`src/source/bus_settings.svh`:
```
`default_nettype none

`ifndef BUS_SETTINGS_SVH
`define BUS_SETTINGS_SVH

// bus geometry, word addressed
`define BUS_AW 30
`define BUS_DW 32
`define BUS_SW 4

// on-chip RAM, 1024 words
`define RAM_AW 10

// memory map
`define MAP_REGION_HI 9
`define MAP_SYS_REGION 1
`define MAP_GPIO_ADDR 30'h400001

`define SYS_ID_VALUE 32'h20191028

`endif

`default_nettype wire

```
`src/source/bus_pkg.sv`:
```
`default_nettype none

package bus_pkg;

    // which slave the decoder steers a strobe to
    typedef enum logic [1:0] {
        SEL_NONE = 2'd0,
        SEL_MEM  = 2'd1,
        SEL_SYS  = 2'd2,
        SEL_GPIO = 2'd3
    } slave_sel_e;

    // system register index, low word-address bits
    typedef enum logic [3:0] {
        SYS_ID       = 4'd0,
        SYS_SCRATCH  = 4'd1,
        SYS_ERR_ADDR = 4'd2,
        SYS_UPTIME   = 4'd3,
        SYS_IRQ      = 4'd4
    } sys_reg_e;

endpackage : bus_pkg

`default_nettype wire

```
`src/source/wb_if.sv`:
```
`timescale 1ns/1ps
`include "bus_settings.svh"
`default_nettype none

// pipelined wishbone, stall based
interface wb_if;
    logic               cyc;
    logic               stb;
    logic               we;
    logic [`BUS_AW-1:0] adr;
    logic [`BUS_DW-1:0] dat_w;
    logic [`BUS_SW-1:0] sel;

    logic               ack;
    logic               err;
    logic               stall;
    logic [`BUS_DW-1:0] dat_r;

    modport master (
        output cyc, stb, we, adr, dat_w, sel,
        input  ack, err, stall, dat_r
    );

    modport slave (
        input  cyc, stb, we, adr, dat_w, sel,
        output ack, err, stall, dat_r
    );
endinterface : wb_if

`default_nettype wire

```
`src/source/bus_decoder.sv`:
```
`timescale 1ns/1ps
`include "bus_settings.svh"
`default_nettype none

module bus_decoder (
    input  logic               i_clk,
    input  logic               i_rst,
    wb_if.slave                m,
    wb_if.master               mem,
    wb_if.master               sys,
    wb_if.master               gpio,
    output logic               o_err_pulse,
    output logic [`BUS_AW-1:0] o_err_addr
);
    import bus_pkg::*;

    slave_sel_e               slv_sel;
    logic [`MAP_REGION_HI-1:0] region;
    logic                     none_req;
    logic                     ack_q;
    logic                     err_q1;
    logic                     err_q2;
    logic [`BUS_DW-1:0]       dat_q;
    logic [`BUS_AW-1:0]       err_addr_q;

    assign region = m.adr[`BUS_AW-1 -: `MAP_REGION_HI];

    // region decode first, then the exact device words
    always_comb begin
        if (region == '0) begin
            slv_sel = SEL_MEM;
        end else if (region == `MAP_REGION_HI'(`MAP_SYS_REGION)) begin
            slv_sel = SEL_SYS;
        end else if (m.adr == `MAP_GPIO_ADDR) begin
            slv_sel = SEL_GPIO;
        end else begin
            slv_sel = SEL_NONE;
        end
    end

    // request fans out, only the strobe is gated
    assign mem.cyc   = m.cyc;
    assign mem.stb   = m.stb && (slv_sel == SEL_MEM);
    assign mem.we    = m.we;
    assign mem.adr   = m.adr;
    assign mem.dat_w = m.dat_w;
    assign mem.sel   = m.sel;

    assign sys.cyc   = m.cyc;
    assign sys.stb   = m.stb && (slv_sel == SEL_SYS);
    assign sys.we    = m.we;
    assign sys.adr   = m.adr;
    assign sys.dat_w = m.dat_w;
    assign sys.sel   = m.sel;

    assign gpio.cyc   = m.cyc;
    assign gpio.stb   = m.stb && (slv_sel == SEL_GPIO);
    assign gpio.we    = m.we;
    assign gpio.adr   = m.adr;
    assign gpio.dat_w = m.dat_w;
    assign gpio.sel   = m.sel;

    assign m.stall = ((slv_sel == SEL_MEM) && mem.stall)
                  || ((slv_sel == SEL_SYS) && sys.stall)
                  || ((slv_sel == SEL_GPIO) && gpio.stall);

    assign none_req = m.stb && !m.stall && (slv_sel == SEL_NONE);

    always_ff @(posedge i_clk) begin
        if (i_rst) begin
            ack_q  <= 1'b0;
            err_q1 <= 1'b0;
            err_q2 <= 1'b0;
        end else begin
            ack_q  <= mem.ack || sys.ack || gpio.ack;
            // unmapped err takes an extra stage to match the slave path
            err_q1 <= none_req;
            err_q2 <= err_q1 || mem.err || sys.err || gpio.err;
        end
    end

    always_ff @(posedge i_clk) begin
        if (sys.ack) begin
            dat_q <= sys.dat_r;
        end else if (mem.ack) begin
            dat_q <= mem.dat_r;
        end else if (gpio.ack) begin
            dat_q <= gpio.dat_r;
        end else begin
            dat_q <= '0;
        end
        if (none_req) begin
            err_addr_q <= m.adr;
        end
    end

    assign m.ack   = ack_q;
    assign m.err   = err_q2;
    assign m.dat_r = dat_q;

    assign o_err_pulse = err_q1;
    assign o_err_addr  = err_addr_q;

    one_slave_ack: assert property (@(posedge i_clk) disable iff (i_rst)
        $onehot0({mem.ack, sys.ack, gpio.ack}))
        else $error("more than one slave acked in the same cycle");

endmodule : bus_decoder

`default_nettype wire

```
`src/flat_wrapper.sv`:
```
// flat-port wrapper written by rule: the top's interface ports become plain ports
module bus_decoder_flat import bus_pkg::*;
  (i_clk, i_rst, o_err_pulse, o_err_addr, m_cyc, m_stb, m_we, m_adr, m_dat_w, m_sel, m_ack, m_err, m_stall, m_dat_r, mem_cyc, mem_stb, mem_we, mem_adr, mem_dat_w, mem_sel, mem_ack, mem_err, mem_stall, mem_dat_r, sys_cyc, sys_stb, sys_we, sys_adr, sys_dat_w, sys_sel, sys_ack, sys_err, sys_stall, sys_dat_r, gpio_cyc, gpio_stb, gpio_we, gpio_adr, gpio_dat_w, gpio_sel, gpio_ack, gpio_err, gpio_stall, gpio_dat_r);
  wb_if m_i ();
  wb_if mem_i ();
  wb_if sys_i ();
  wb_if gpio_i ();
  input  logic i_clk;
  input  logic i_rst;
  output logic o_err_pulse;
  output logic [`BUS_AW-1:0] o_err_addr;
  input wire logic [$bits(m_i.cyc)-1:0] m_cyc;
  input wire logic [$bits(m_i.stb)-1:0] m_stb;
  input wire logic [$bits(m_i.we)-1:0] m_we;
  input wire logic [$bits(m_i.adr)-1:0] m_adr;
  input wire logic [$bits(m_i.dat_w)-1:0] m_dat_w;
  input wire logic [$bits(m_i.sel)-1:0] m_sel;
  output wire logic [$bits(m_i.ack)-1:0] m_ack;
  output wire logic [$bits(m_i.err)-1:0] m_err;
  output wire logic [$bits(m_i.stall)-1:0] m_stall;
  output wire logic [$bits(m_i.dat_r)-1:0] m_dat_r;
  output wire logic [$bits(mem_i.cyc)-1:0] mem_cyc;
  output wire logic [$bits(mem_i.stb)-1:0] mem_stb;
  output wire logic [$bits(mem_i.we)-1:0] mem_we;
  output wire logic [$bits(mem_i.adr)-1:0] mem_adr;
  output wire logic [$bits(mem_i.dat_w)-1:0] mem_dat_w;
  output wire logic [$bits(mem_i.sel)-1:0] mem_sel;
  input wire logic [$bits(mem_i.ack)-1:0] mem_ack;
  input wire logic [$bits(mem_i.err)-1:0] mem_err;
  input wire logic [$bits(mem_i.stall)-1:0] mem_stall;
  input wire logic [$bits(mem_i.dat_r)-1:0] mem_dat_r;
  output wire logic [$bits(sys_i.cyc)-1:0] sys_cyc;
  output wire logic [$bits(sys_i.stb)-1:0] sys_stb;
  output wire logic [$bits(sys_i.we)-1:0] sys_we;
  output wire logic [$bits(sys_i.adr)-1:0] sys_adr;
  output wire logic [$bits(sys_i.dat_w)-1:0] sys_dat_w;
  output wire logic [$bits(sys_i.sel)-1:0] sys_sel;
  input wire logic [$bits(sys_i.ack)-1:0] sys_ack;
  input wire logic [$bits(sys_i.err)-1:0] sys_err;
  input wire logic [$bits(sys_i.stall)-1:0] sys_stall;
  input wire logic [$bits(sys_i.dat_r)-1:0] sys_dat_r;
  output wire logic [$bits(gpio_i.cyc)-1:0] gpio_cyc;
  output wire logic [$bits(gpio_i.stb)-1:0] gpio_stb;
  output wire logic [$bits(gpio_i.we)-1:0] gpio_we;
  output wire logic [$bits(gpio_i.adr)-1:0] gpio_adr;
  output wire logic [$bits(gpio_i.dat_w)-1:0] gpio_dat_w;
  output wire logic [$bits(gpio_i.sel)-1:0] gpio_sel;
  input wire logic [$bits(gpio_i.ack)-1:0] gpio_ack;
  input wire logic [$bits(gpio_i.err)-1:0] gpio_err;
  input wire logic [$bits(gpio_i.stall)-1:0] gpio_stall;
  input wire logic [$bits(gpio_i.dat_r)-1:0] gpio_dat_r;
  assign m_i.cyc = m_cyc;
  assign m_i.stb = m_stb;
  assign m_i.we = m_we;
  assign m_i.adr = m_adr;
  assign m_i.dat_w = m_dat_w;
  assign m_i.sel = m_sel;
  assign m_ack = m_i.ack;
  assign m_err = m_i.err;
  assign m_stall = m_i.stall;
  assign m_dat_r = m_i.dat_r;
  assign mem_cyc = mem_i.cyc;
  assign mem_stb = mem_i.stb;
  assign mem_we = mem_i.we;
  assign mem_adr = mem_i.adr;
  assign mem_dat_w = mem_i.dat_w;
  assign mem_sel = mem_i.sel;
  assign mem_i.ack = mem_ack;
  assign mem_i.err = mem_err;
  assign mem_i.stall = mem_stall;
  assign mem_i.dat_r = mem_dat_r;
  assign sys_cyc = sys_i.cyc;
  assign sys_stb = sys_i.stb;
  assign sys_we = sys_i.we;
  assign sys_adr = sys_i.adr;
  assign sys_dat_w = sys_i.dat_w;
  assign sys_sel = sys_i.sel;
  assign sys_i.ack = sys_ack;
  assign sys_i.err = sys_err;
  assign sys_i.stall = sys_stall;
  assign sys_i.dat_r = sys_dat_r;
  assign gpio_cyc = gpio_i.cyc;
  assign gpio_stb = gpio_i.stb;
  assign gpio_we = gpio_i.we;
  assign gpio_adr = gpio_i.adr;
  assign gpio_dat_w = gpio_i.dat_w;
  assign gpio_sel = gpio_i.sel;
  assign gpio_i.ack = gpio_ack;
  assign gpio_i.err = gpio_err;
  assign gpio_i.stall = gpio_stall;
  assign gpio_i.dat_r = gpio_dat_r;
  bus_decoder u_core (.i_clk(i_clk), .i_rst(i_rst), .m(m_i), .mem(mem_i), .sys(sys_i), .gpio(gpio_i), .o_err_pulse(o_err_pulse), .o_err_addr(o_err_addr));
endmodule
```
`config.mk`:
```
export PLATFORM = sky130hd
export DESIGN_NAME = bus_decoder_flat
export DESIGN_NICKNAME = d
export VERILOG_FILES = /design/src/source/bus_pkg.sv /design/src/source/wb_if.sv /design/src/source/bus_decoder.sv /design/src/flat_wrapper.sv
export VERILOG_INCLUDE_DIRS = /design/src /design/src/source
export SDC_FILE = /design/constraint.sdc
export NUM_CORES = 1
export LEC_CHECK = 0
export ABC_AREA = 1
export BUFFER_PORTS_ARGS = -buffer_cell sky130_fd_sc_hd__buf_2
export CORE_AREA = 5 5 170 172
export CTS_CLUSTER_SIZE = 25
export DETAILED_ROUTE_END_ITERATION = 8
export DIE_AREA = 0 0 175 177
export PLACE_DENSITY = 0.41
export SETUP_SLACK_MARGIN = 0.5
export SLEW_MARGIN = 5
export SYNTH_ARGS = -nofsm -noshare
export SYNTH_HDL_FRONTEND = slang
export SYNTH_SLANG_ARGS = --single-unit
```
`constraint.sdc`:
```
create_clock -name i_clk -period 1.5 [get_ports i_clk]
set_input_delay 0.15 -clock i_clk [delete_from_list [all_inputs] [get_ports i_clk]]
set_output_delay 0.15 -clock i_clk [all_outputs]
set_load 0.02 [all_outputs]
```
==> results_dict.tcl, run 1 <==
set metrics [dict create \
    path_clk_slew_ps 60 \
    route.detailed.drc 0 \
    root_buffer "clkbuf_16" \
    drv_cap 0 \
    rsz0062_at_grt "true" \
    ys_seq_elements 65 \
    yosysWarnings 0 \
    tightestPinTransition_ps 364 \
    cts_max_path_buffers 2 \
    fillCellCount 3108 \
    grt_pass1_vias 3803 \
    pin_count 449 \
    p_per_area_nw_per_um2 1010 \
    syn_inst 500 \
    finalMaxSlewViolations 0 \
    die_area_um2 31000 \
    ant_nets 0 \
    multi_input_area_um2 1030 \
    initial_core_util_pct 15.3 \
    antenna_cells 0 \
    antenna_found_initial 0 \
    hp-class "input port to flop" \
    synth_area_um2 4180 \
    syn_area_per_cell_um2 8.37 \
    syn_nets 676 \
    max_slew_margin_pct 75.6 \
    ys_types 17 \
    fin_crit_ps 1210 \
    cp.arrival_ps 1060 \
    peakVddDrop_v 0.000527 \
    final_cell_mix "buf_2, a21oi_1, buf_4, nor2_1, buf_6" \
    clock_skew_ps 0.127 \
    fp.coreArea_um2 27300 \
    seqCellArea_um2 1600 \
    wl_per_cell_um 19.0 \
    ys_seq_area_share_pct 38.3 \
    whs_ps 24.5 \
    drtIter0Drc 86 \
    portBuffers 296 \
    endpoint_kind "primary output" \
    required_ps 1350 \
    fmaxAchievable_mhz 827 \
    dieHeight_um 177 \
    setup.worst_path.class "input port to primary output" \
    vias 3618 \
    ys_top_cells_by_area "buf_4, edfxtp_1, dfxtp_1" \
    routed_via_density 3.68 \
    die_w_um 175 \
    groute.usage.overall_pct 11.4 \
    area_delta_synth_final_pct 33.7 \
    nets 808 \
    tritoncts_num_sinks 65 \
    dp.cells 961 \
    fin_area_um2 5600 \
    yosys.area.top_type_share_pct 37.1 \
    rows 61 \
    critPathLaunchType "input port" \
    clkLatencyLatePin_ps 320 \
    wl_um 18700 \
    placed_cell_area_um2 4850 \
    grt_overflow_total 0 \
    hold_violations 0 \
    dp_hpwl_um 15800 \
    gp_congestion 0.791 \
    cts.htree.levels 3 \
    drive_gt1_share_pct 61.7 \
    cts_tree "done" \
    status "completed" \
    cts_buffers 9 \
    p_leak_uw 0.00267 \
    final_common_cell "buf_2" \
    fin_cells 983 \
    crit_fanout 2 \
    fin_crit_sh_pct 80.6 \
    finalSetupViolCount 0 \
    grt_pass1_wl_um 25600 \
    grt_max_degree 31 \
    yosysTopAreaCell "buf_4" \
    firstDrtPassIters 4 \
]
[area by class of cell]
cell class	count	share of cell area, %
Tap cell	346	7.74
Sequential cell	65	28.6
Clock inverter	3	0.760
Clock buffer	13	4.47
Inverter	23	1.63
Timing Repair Buffer	343	38.4
Multi-Input combinational cell	190	18.3
[per-layer routing]
layer / wire length (um) / vias to the layer above / global-route usage [%] / part of all wire, %
met2: 9840 / 291 / 21.4 / 53
met4: 225 / 0 / 2.49 / 1.2
met5: 0 / - / 0 / 0
met1: 6460 / 1638 / 11.3 / 35
li1: - / 1674 / - / -
met3: 2150 / 15 / 5.45 / 12
[sequential cells by signal (all words and copies together) (netlist names)]
signal and flops:
u_core.m.dat_r 32, u_core.o_err_addr 30, u_core.o_err_pulse 1, u_core.m.ack 1, u_core.m.err 1
[repair_timing]
item,in CTS,in global routing
resized for setup,49,76
endpoints found under the setup margin,67,79
hold endpoints to repair,0,1
setup buffers,1,4
hold buffers,0,1
pin swaps,14,18
[Yosys cell counts, drive strengths merged]
cell,n
edfxtp,30
buf,222
a21oi,65
inv,22
and2,1
nor4,1
nand4,1
nand2,21
nor3,5
clkinv,1
dfxtp,35
nand3,38
nor2,58
[final timing paths]
| kind | from | endpoint | slack (ps) | cells past startpoint |
|---|---|---|---|---|
| max | m_adr[25] | m_stall | 290 | 10 |
| min | m_adr[27] | u_core.o_err_addr[27] | 20 | 1 |
| max reg2reg | u_core.o_err_pulse | u_core.m.err | 750 | 2 |
| min reg2reg | u_core.o_err_pulse | u_core.m.err | 490 | 2 |
[worst max-delay path, cell delays in order]
cell     delay (ps)
buf_8           100
nor2_4          130
nand2_4          90
buf_6           120
inv_2            40
nand2_2          60
nor2_4          120
nand3_2          90
nand2_2          70
buf_6           110
[per-stage QoR]
stage	utilization [%]	power, uW	TNS, ps	setup slack, ps
after floorplan	-	3290	0	67.0
after global placement	17.8	3380	-2510	-86.2
after detailed placement	17.8	3380	-2200	-75.8
after CTS	19.4	5720	0	200
after global routing	20.5	5970	0	212
final	20.5	5660	0	291
[power by group]
part	total (uW)	leakage (uW)	switching (uW)	internal (uW)
clock	2200	0.000140	863	1340
combinational	1400	0.00194	834	571
sequential	2060	0.000589	48.6	2010
[logic make-up (layout without fill, tap and decap cells)]
family / count (synthesis) / after routing / synth area share (%)
AOI/OAI and AO/OA: 65 / 65 / 7.78
buffers and inverters: 245 / 382 / 41.0
DFF: 65 / 65 / 38.3
and+or+nand+nor: 125 / 125 / 12.9
Power figures use the tool's default switching activity.
==> run 2, diff against run 1 <==
ABC_AREA = 0   (was 1)
CORE_AREA = 5 5 171 173   (was 5 5 170 172)
DIE_AREA = 0 0 176 178   (was 0 0 175 177)
PLACE_DENSITY = 0.39   (was 0.41)
clock period = 1.1 ns   (was 1.5 ns; I/O delays follow)
==> run 2 against run 1 <==
Count of clock-buffer cells in the layout decreased by 4. Flip-flop and latch count unchanged. The run now ends with hold timing, setup timing left. Combinational power increased by 67%. Highest routed layer is now met5. Total power increased by 43%. Register-to-register slack got worse by 390 ps. Worst hold slack got worse by 49 ps. Clock skew about the same. Non-clock buffer count increased by 12. Synthesized cell count decreased by 19%. Final cell count decreased by 8.0%. Cell area increased by 17%. Critical path type unchanged. Global-route usage decreased by 0.59 points.
==> results_dict.tcl, run 2 <==
set metrics [dict create \
    yosysWarnings 0 \
    antenna_cells 0 \
    rsz0062_at_grt "true" \
    finalMaxSlewViolations 0 \
    final_common_cell "buf_6" \
    tritoncts_num_sinks 65 \
    ys_async_sr_fraction_pct 0 \
    fp.coreArea_um2 27500 \
    path_clk_slew_ps 70 \
    firstDrtPassIters 4 \
    clkLatencyLatePin_ps 320 \
    cp-startpoint "m_adr[4]" \
    dp_hpwl_um 14800 \
    cts.htree.levels 3 \
    crit_fanout 3 \
    max_slew_margin_pct 35.3 \
    grt_pass1_vias 3422 \
    syn_area_per_cell_um2 9.64 \
    fin_crit_sh_pct 146 \
    finalSetupViolCount 35 \
    fmaxAchievable_mhz 621 \
    largest_register_ffs 32 \
    yosys.area.top_type_share_pct 39.3 \
    yosysTopAreaCell "buf_4" \
    ys_seq_elements 65 \
    final_core_util_pct 23.9 \
    violations "hold timing, setup timing" \
    tightestPinTransition_ps 971 \
    status "complete, but fails checks" \
    synth_edf_count 30 \
    die_w_um 176 \
    rows 61 \
    reg2regPathDepth 3 \
    p_per_area_nw_per_um2 1240 \
    ant_nets 0 \
    grt_max_degree 31 \
    grt_overflow_total 0 \
    setup.worst_path.class "input port to primary output" \
    required_ps 990 \
    route.detailed.drc 0 \
    cp_cell_sequence "buf_8 > or4_4 > nor4_4 > buf_4 > a32o_2 > buf_6" \
    groute.usage.overall_pct 10.8 \
    hp-class "input port to flop" \
    drv_cap 0 \
    die_area_um2 31300 \
    clock_skew_ps 0.0122 \
    area_delta_synth_final_pct 68.2 \
    cts_tree "done" \
    r2r_slack_ps 360 \
    r2r-start "u_core.o_err_pulse" \
    layout_setup_ws_ps -511 \
    ys_types 24 \
    critPathLaunchType "input port" \
    max_stage_delay_ps 570 \
    drtIter0Drc 78 \
    dieHeight_um 178 \
    final_cell_mix "buf_6, buf_2, dfxtp_2, nand2_1, o21ai_1" \
    cp.arrival_ps 1500 \
    peakVddDrop_v 0.000716 \
    r2r-end "u_core.m.err" \
    synth.most_common_cell "buf_4" \
    initial_core_util_pct 14.2 \
    ys_seq_area_share_pct 41.1 \
    endpoint_kind "primary output" \
    root_buffer "clkbuf_16" \
    gp_congestion 0.690 \
    cts_max_path_buffers 2 \
    yosys-top-cells-count "buf_4, dfxtp_1, nand2_1, o21ai_0, a22oi_1" \
    routed_via_density 3.53 \
    whs_ps -24.9 \
    yosys_most_used_dff "dfxtp_1" \
    cts_buffers 9 \
    nets 729 \
    synth_area_um2 3900 \
    wl_per_cell_um 20.3 \
    vias 3190 \
    crit_slowest_cell "or4_4" \
    portBuffers 296 \
    syn_inst 404 \
    ys_top_cells_by_area "buf_4, edfxtp_1, dfxtp_1" \
    pin_count 449 \
    antenna_found_initial 1 \
    p_leak_uw 0.00291 \
    critPathCapture "m_stall" \
    hold_violations 17 \
    wl_um 18300 \
    fin_crit_ps 1610 \
    drive_gt1_share_pct 79.9 \
    grt_pass1_wl_um 24300 \
    syn_nets 580 \
]
run 2: cell count changes after synthesis, moves of 3 or more:
cell	delta
a22oi_1	+31
clkbuf_1	+14
a21oi_1	-63
nand3_1	-38
nor2_1	-54
buf_2	-15
o21ai_0	+32
nand2_1	+11
buf_4	-3
inv_1	-20
run 2: layout make-up:
class | count | area, um^2
Clock buffer | 9 | 225
Clock inverter | 7 | 71.3
Fill cell | 2916 | 20900
Multi-Input combinational cell | 122 | 930
Sequential cell | 65 | 1650
Tap cell | 346 | 433
Timing Repair Buffer | 355 | 3250
run 2: worst max-delay path: cells and delay by family:
family | cells | cell delay, ps
AOI/OAI and AO/OA | 1 | 170
and+or+nand+nor | 2 | 850
buffers and inverters | 3 | 380
run 2: cells by family (layout without fill, tap and decap cells):
kind of cell / Yosys count / count (layout) / share of synthesized area (%)
AOI/OAI and AO/OA: 68 / 69 / 11.0
buffers and inverters: 218 / 371 / 40.7
DFF: 65 / 65 / 41.1
muxes: 1 / 1 / 0.289
and+or+nand+nor: 52 / 52 / 6.94
run 2: stage by stage:
step / setup WS, ps / std cells / power, uW / cell area (um^2) / setup TNS [ps]
2_1_floorplan: -482 / 404 / 4450 / 4070 / -15590
3_3_place_gp: -768 / 876 / 4530 / 4710 / -25870
3_5_place_dp: -784 / 876 / 4530 / 4710 / -26390
4_1_cts: -527 / 900 / 8250 / 6360 / -15820
5_1_grt: -560 / 904 / 8530 / 6550 / -16380
6_report: -511 / 904 / 8120 / 6550 / -15130
run 2: worst min path at each step:
stage	depth (start not counted)	to	slack, ps	startpoint
CTS	3	u_core.m.dat_r[29]	-40	sys_dat_r[29]
floorplan	1	u_core.o_err_pulse	170	i_rst
global placement	0	sys_dat_w[28]	220	m_dat_w[28]
global route	3	u_core.m.dat_r[3]	-40	sys_dat_r[3]
detailed placement	0	sys_dat_w[28]	220	m_dat_w[28]
finish	3	u_core.m.dat_r[15]	-20	sys_dat_r[15]
run 2: report_power, final:
part	switching [uW]	total (uW)	internal [uW]
sequential	91.4	2850	2760
clock	1170	2920	1750
combinational	1130	2340	1210
run 2: routing by layer:
layer	track usage [%]	up-vias	routed length (um)
met1	9.98	1409	5630
met2	21.1	288	10300
met3	5.49	12	2220
met4	2.14	2	153
met5	0	-	13
li1	-	1479	-
run 2: repair_timing:
item,CTS,global route
setup buffers,7,3
cloned,1,1
setup endpoints to repair,211,162
pin swaps,13,23
gates resized for setup,410,40
hold endpoints to repair,28,13
==> run 3, diff against run 2 <==
CORE_AREA = 2 2 173 175   (was 5 5 171 173)
DIE_AREA = 0 0 175 177   (was 0 0 176 178)
PLACE_DENSITY = 0.37   (was 0.39)
REMOVE_ABC_BUFFERS = 1   (was default)
==> run 3 against run 2 <==
The flow still finishes with violations (hold timing, setup timing). Total power up 5.5%. Maximum frequency up 1.5%. Critical path depth down 1. Combinational power about the same. Sequential share of layout area down 0.49 points. Critical path type unchanged. Largest cell class unchanged. Largest power group unchanged.
==> results_dict.tcl, run 3 (synthesized netlist as in run 2, its figures left out) <==
set metrics [dict create \
    finalMaxSlewViolations 0 \
    pin_count 449 \
    cts_max_path_buffers 2 \
    dr_wl_met2_um 9860 \
    p_leak_uw 0.00295 \
    placed_cell_area_um2 4700 \
    cts_tree "done" \
    largest_register_ffs 32 \
    routed_via_density 3.68 \
    tightestPinTransition_ps 293 \
    power_uw 8560 \
    seqCellArea_um2 1650 \
    cts_buffers 9 \
    required_ps 990 \
    finalSetupViolCount 35 \
    endpoint_kind "primary output" \
    multi_input_area_um2 923 \
    tritoncts_num_sinks 65 \
    area_delta_synth_final_pct 71.3 \
    cp_cell_sequence "buf_8 > or4_4 > nor4_4 > and3_1 > buf_6" \
    grt_max_degree 49 \
    ant_nets 0 \
    drive_gt1_share_pct 80.4 \
    wl_um 22300 \
    grt_overflow_total 0 \
    max_slew_margin_pct 80.3 \
    firstDrtPassIters 4 \
    dp.cells 917 \
    wl_met1_um 7550 \
    die_w_um 175 \
    fin_crit_ps 1590 \
    critPathLaunchType "input port" \
    rows 63 \
    fillCellCount 3108 \
    final_cell_mix "buf_6, buf_2, dfxtp_2, nand2_1, a22oi_2" \
    clock_skew_ps 5.46 \
    hp-class "input port to flop" \
    whs_ps -29.2 \
    drtIter0Drc 119 \
    fmaxAchievable_mhz 630 \
    grt_pass1_vias 3494 \
    cp.arrival_ps 1480 \
    clkLatencyLatePin_ps 330 \
    drv_cap 0 \
    fin_crit_sh_pct 144 \
    cts.htree.levels 3 \
    fin_area_um2 6670 \
    setup.worst_path.class "input port to primary output" \
    violations "hold timing, setup timing" \
    highest_layer "met5" \
    grt_pass1_wl_um 28600 \
    dp_hpwl_um 17700 \
    rsz0062_at_grt "true" \
    route.detailed.drc 0 \
    met3_length_um 3930 \
    cp.buffers_inverters 2 \
    r2r_slack_ps 440 \
    status "complete, but fails checks" \
    portBuffers 296 \
    peakVddDrop_v 0.000683 \
    hold_violations 28 \
    cp-startpoint "m_adr[8]" \
    holdCritStartpoint "sys_dat_r[7]" \
    fp.coreArea_um2 29200 \
    vias 3488 \
    p_per_area_nw_per_um2 1280 \
    crit_fanout 3 \
    path_clk_slew_ps 60 \
    initial_core_util_pct 13.3 \
    die_area_um2 31000 \
    gp_congestion 0.733 \
    layout_setup_ws_ps -487 \
    final_common_cell "buf_6" \
    fin_cells 947 \
    root_buffer "clkbuf_16" \
    wl_per_cell_um 23.5 \
    max_stage_delay_ps 540 \
    antenna_found_initial 2 \
    r2r-start "u_core.o_err_pulse" \
    nets 727 \
    crit_slowest_cell "or4_4" \
    critPathTopFamily "simple AND/OR/NAND/NOR gates" \
    dieHeight_um 177 \
    groute.usage.overall_pct 13.7 \
]
## run 3: changes by cell type in the layout (fill, tap and decap cells not counted), sizes merged
cell and change:
buf -2, clkbuf +2, clkinv -2, a21oi -1, clkinvlp -1, bufinv +2, diode +1
## run 3: per-stage QoR
step / setup slack [ps] / hold WS (ps) / utilization, % / TNS (ps)
2_1_floorplan: -1250 / 182 / - / -52200
3_3_place_gp: -713 / 220 / 16.1 / -24190
3_5_place_dp: -702 / 220 / 16.1 / -23800
4_1_cts: -431 / -53.8 / 22.2 / -11750
5_1_grt: -532 / -39.7 / 22.8 / -15020
6_report: -487 / -29.2 / 22.8 / -14030
## run 3: tightest hold or removal path, cell delays in order
cell and delay (ps):
buf_2 70, nand2_1 40, o21ai_1 50
## run 3: metal layers
layer  vias up  global-route usage (%)
met5         -                    6.09
met4         6                    5.03
met3        34                    11.8
met2       398                    21.1
met1      1579                    13.0
li1       1471                       -
## run 3: path summary, 6_finish.rpt
path / end / cells past startpoint
max reg2reg: u_core.m.err / 2
min reg2reg: u_core.m.err / 2
max: gpio_stb / 5
min: u_core.m.dat_r[7] / 3
## run 3: report_power, final
group | internal [uW] | switching (uW) | leakage (uW) | total, uW
registers | 2760 | 93.5 | 0.000592 | 2860
clock network | 2210 | 1160 | 0.000160 | 3360
logic | 1220 | 1120 | 0.00219 | 2340
## run 3: repair_timing
| action | 4_1_cts | 5_1_grt |
|---|---|---|
| resized for setup | 463 | 21 |
| pin swaps | 68 | 62 |
| setup endpoints to repair | 211 | 164 |
| setup buffers | 4 | 5 |
| gates cloned | 2 | 2 |
| endpoints found under the hold margin | 32 | 24 |
## run 3: cell type report
type,instances,share of cell area (%)
Antenna cell,1,0.0375
Multi-Input combinational cell,121,13.8
Tap cell,390,7.31
Timing Repair Buffer,354,49.1
Clock buffer,10,3.43
Clock inverter,6,1.59
Sequential cell,65,24.7
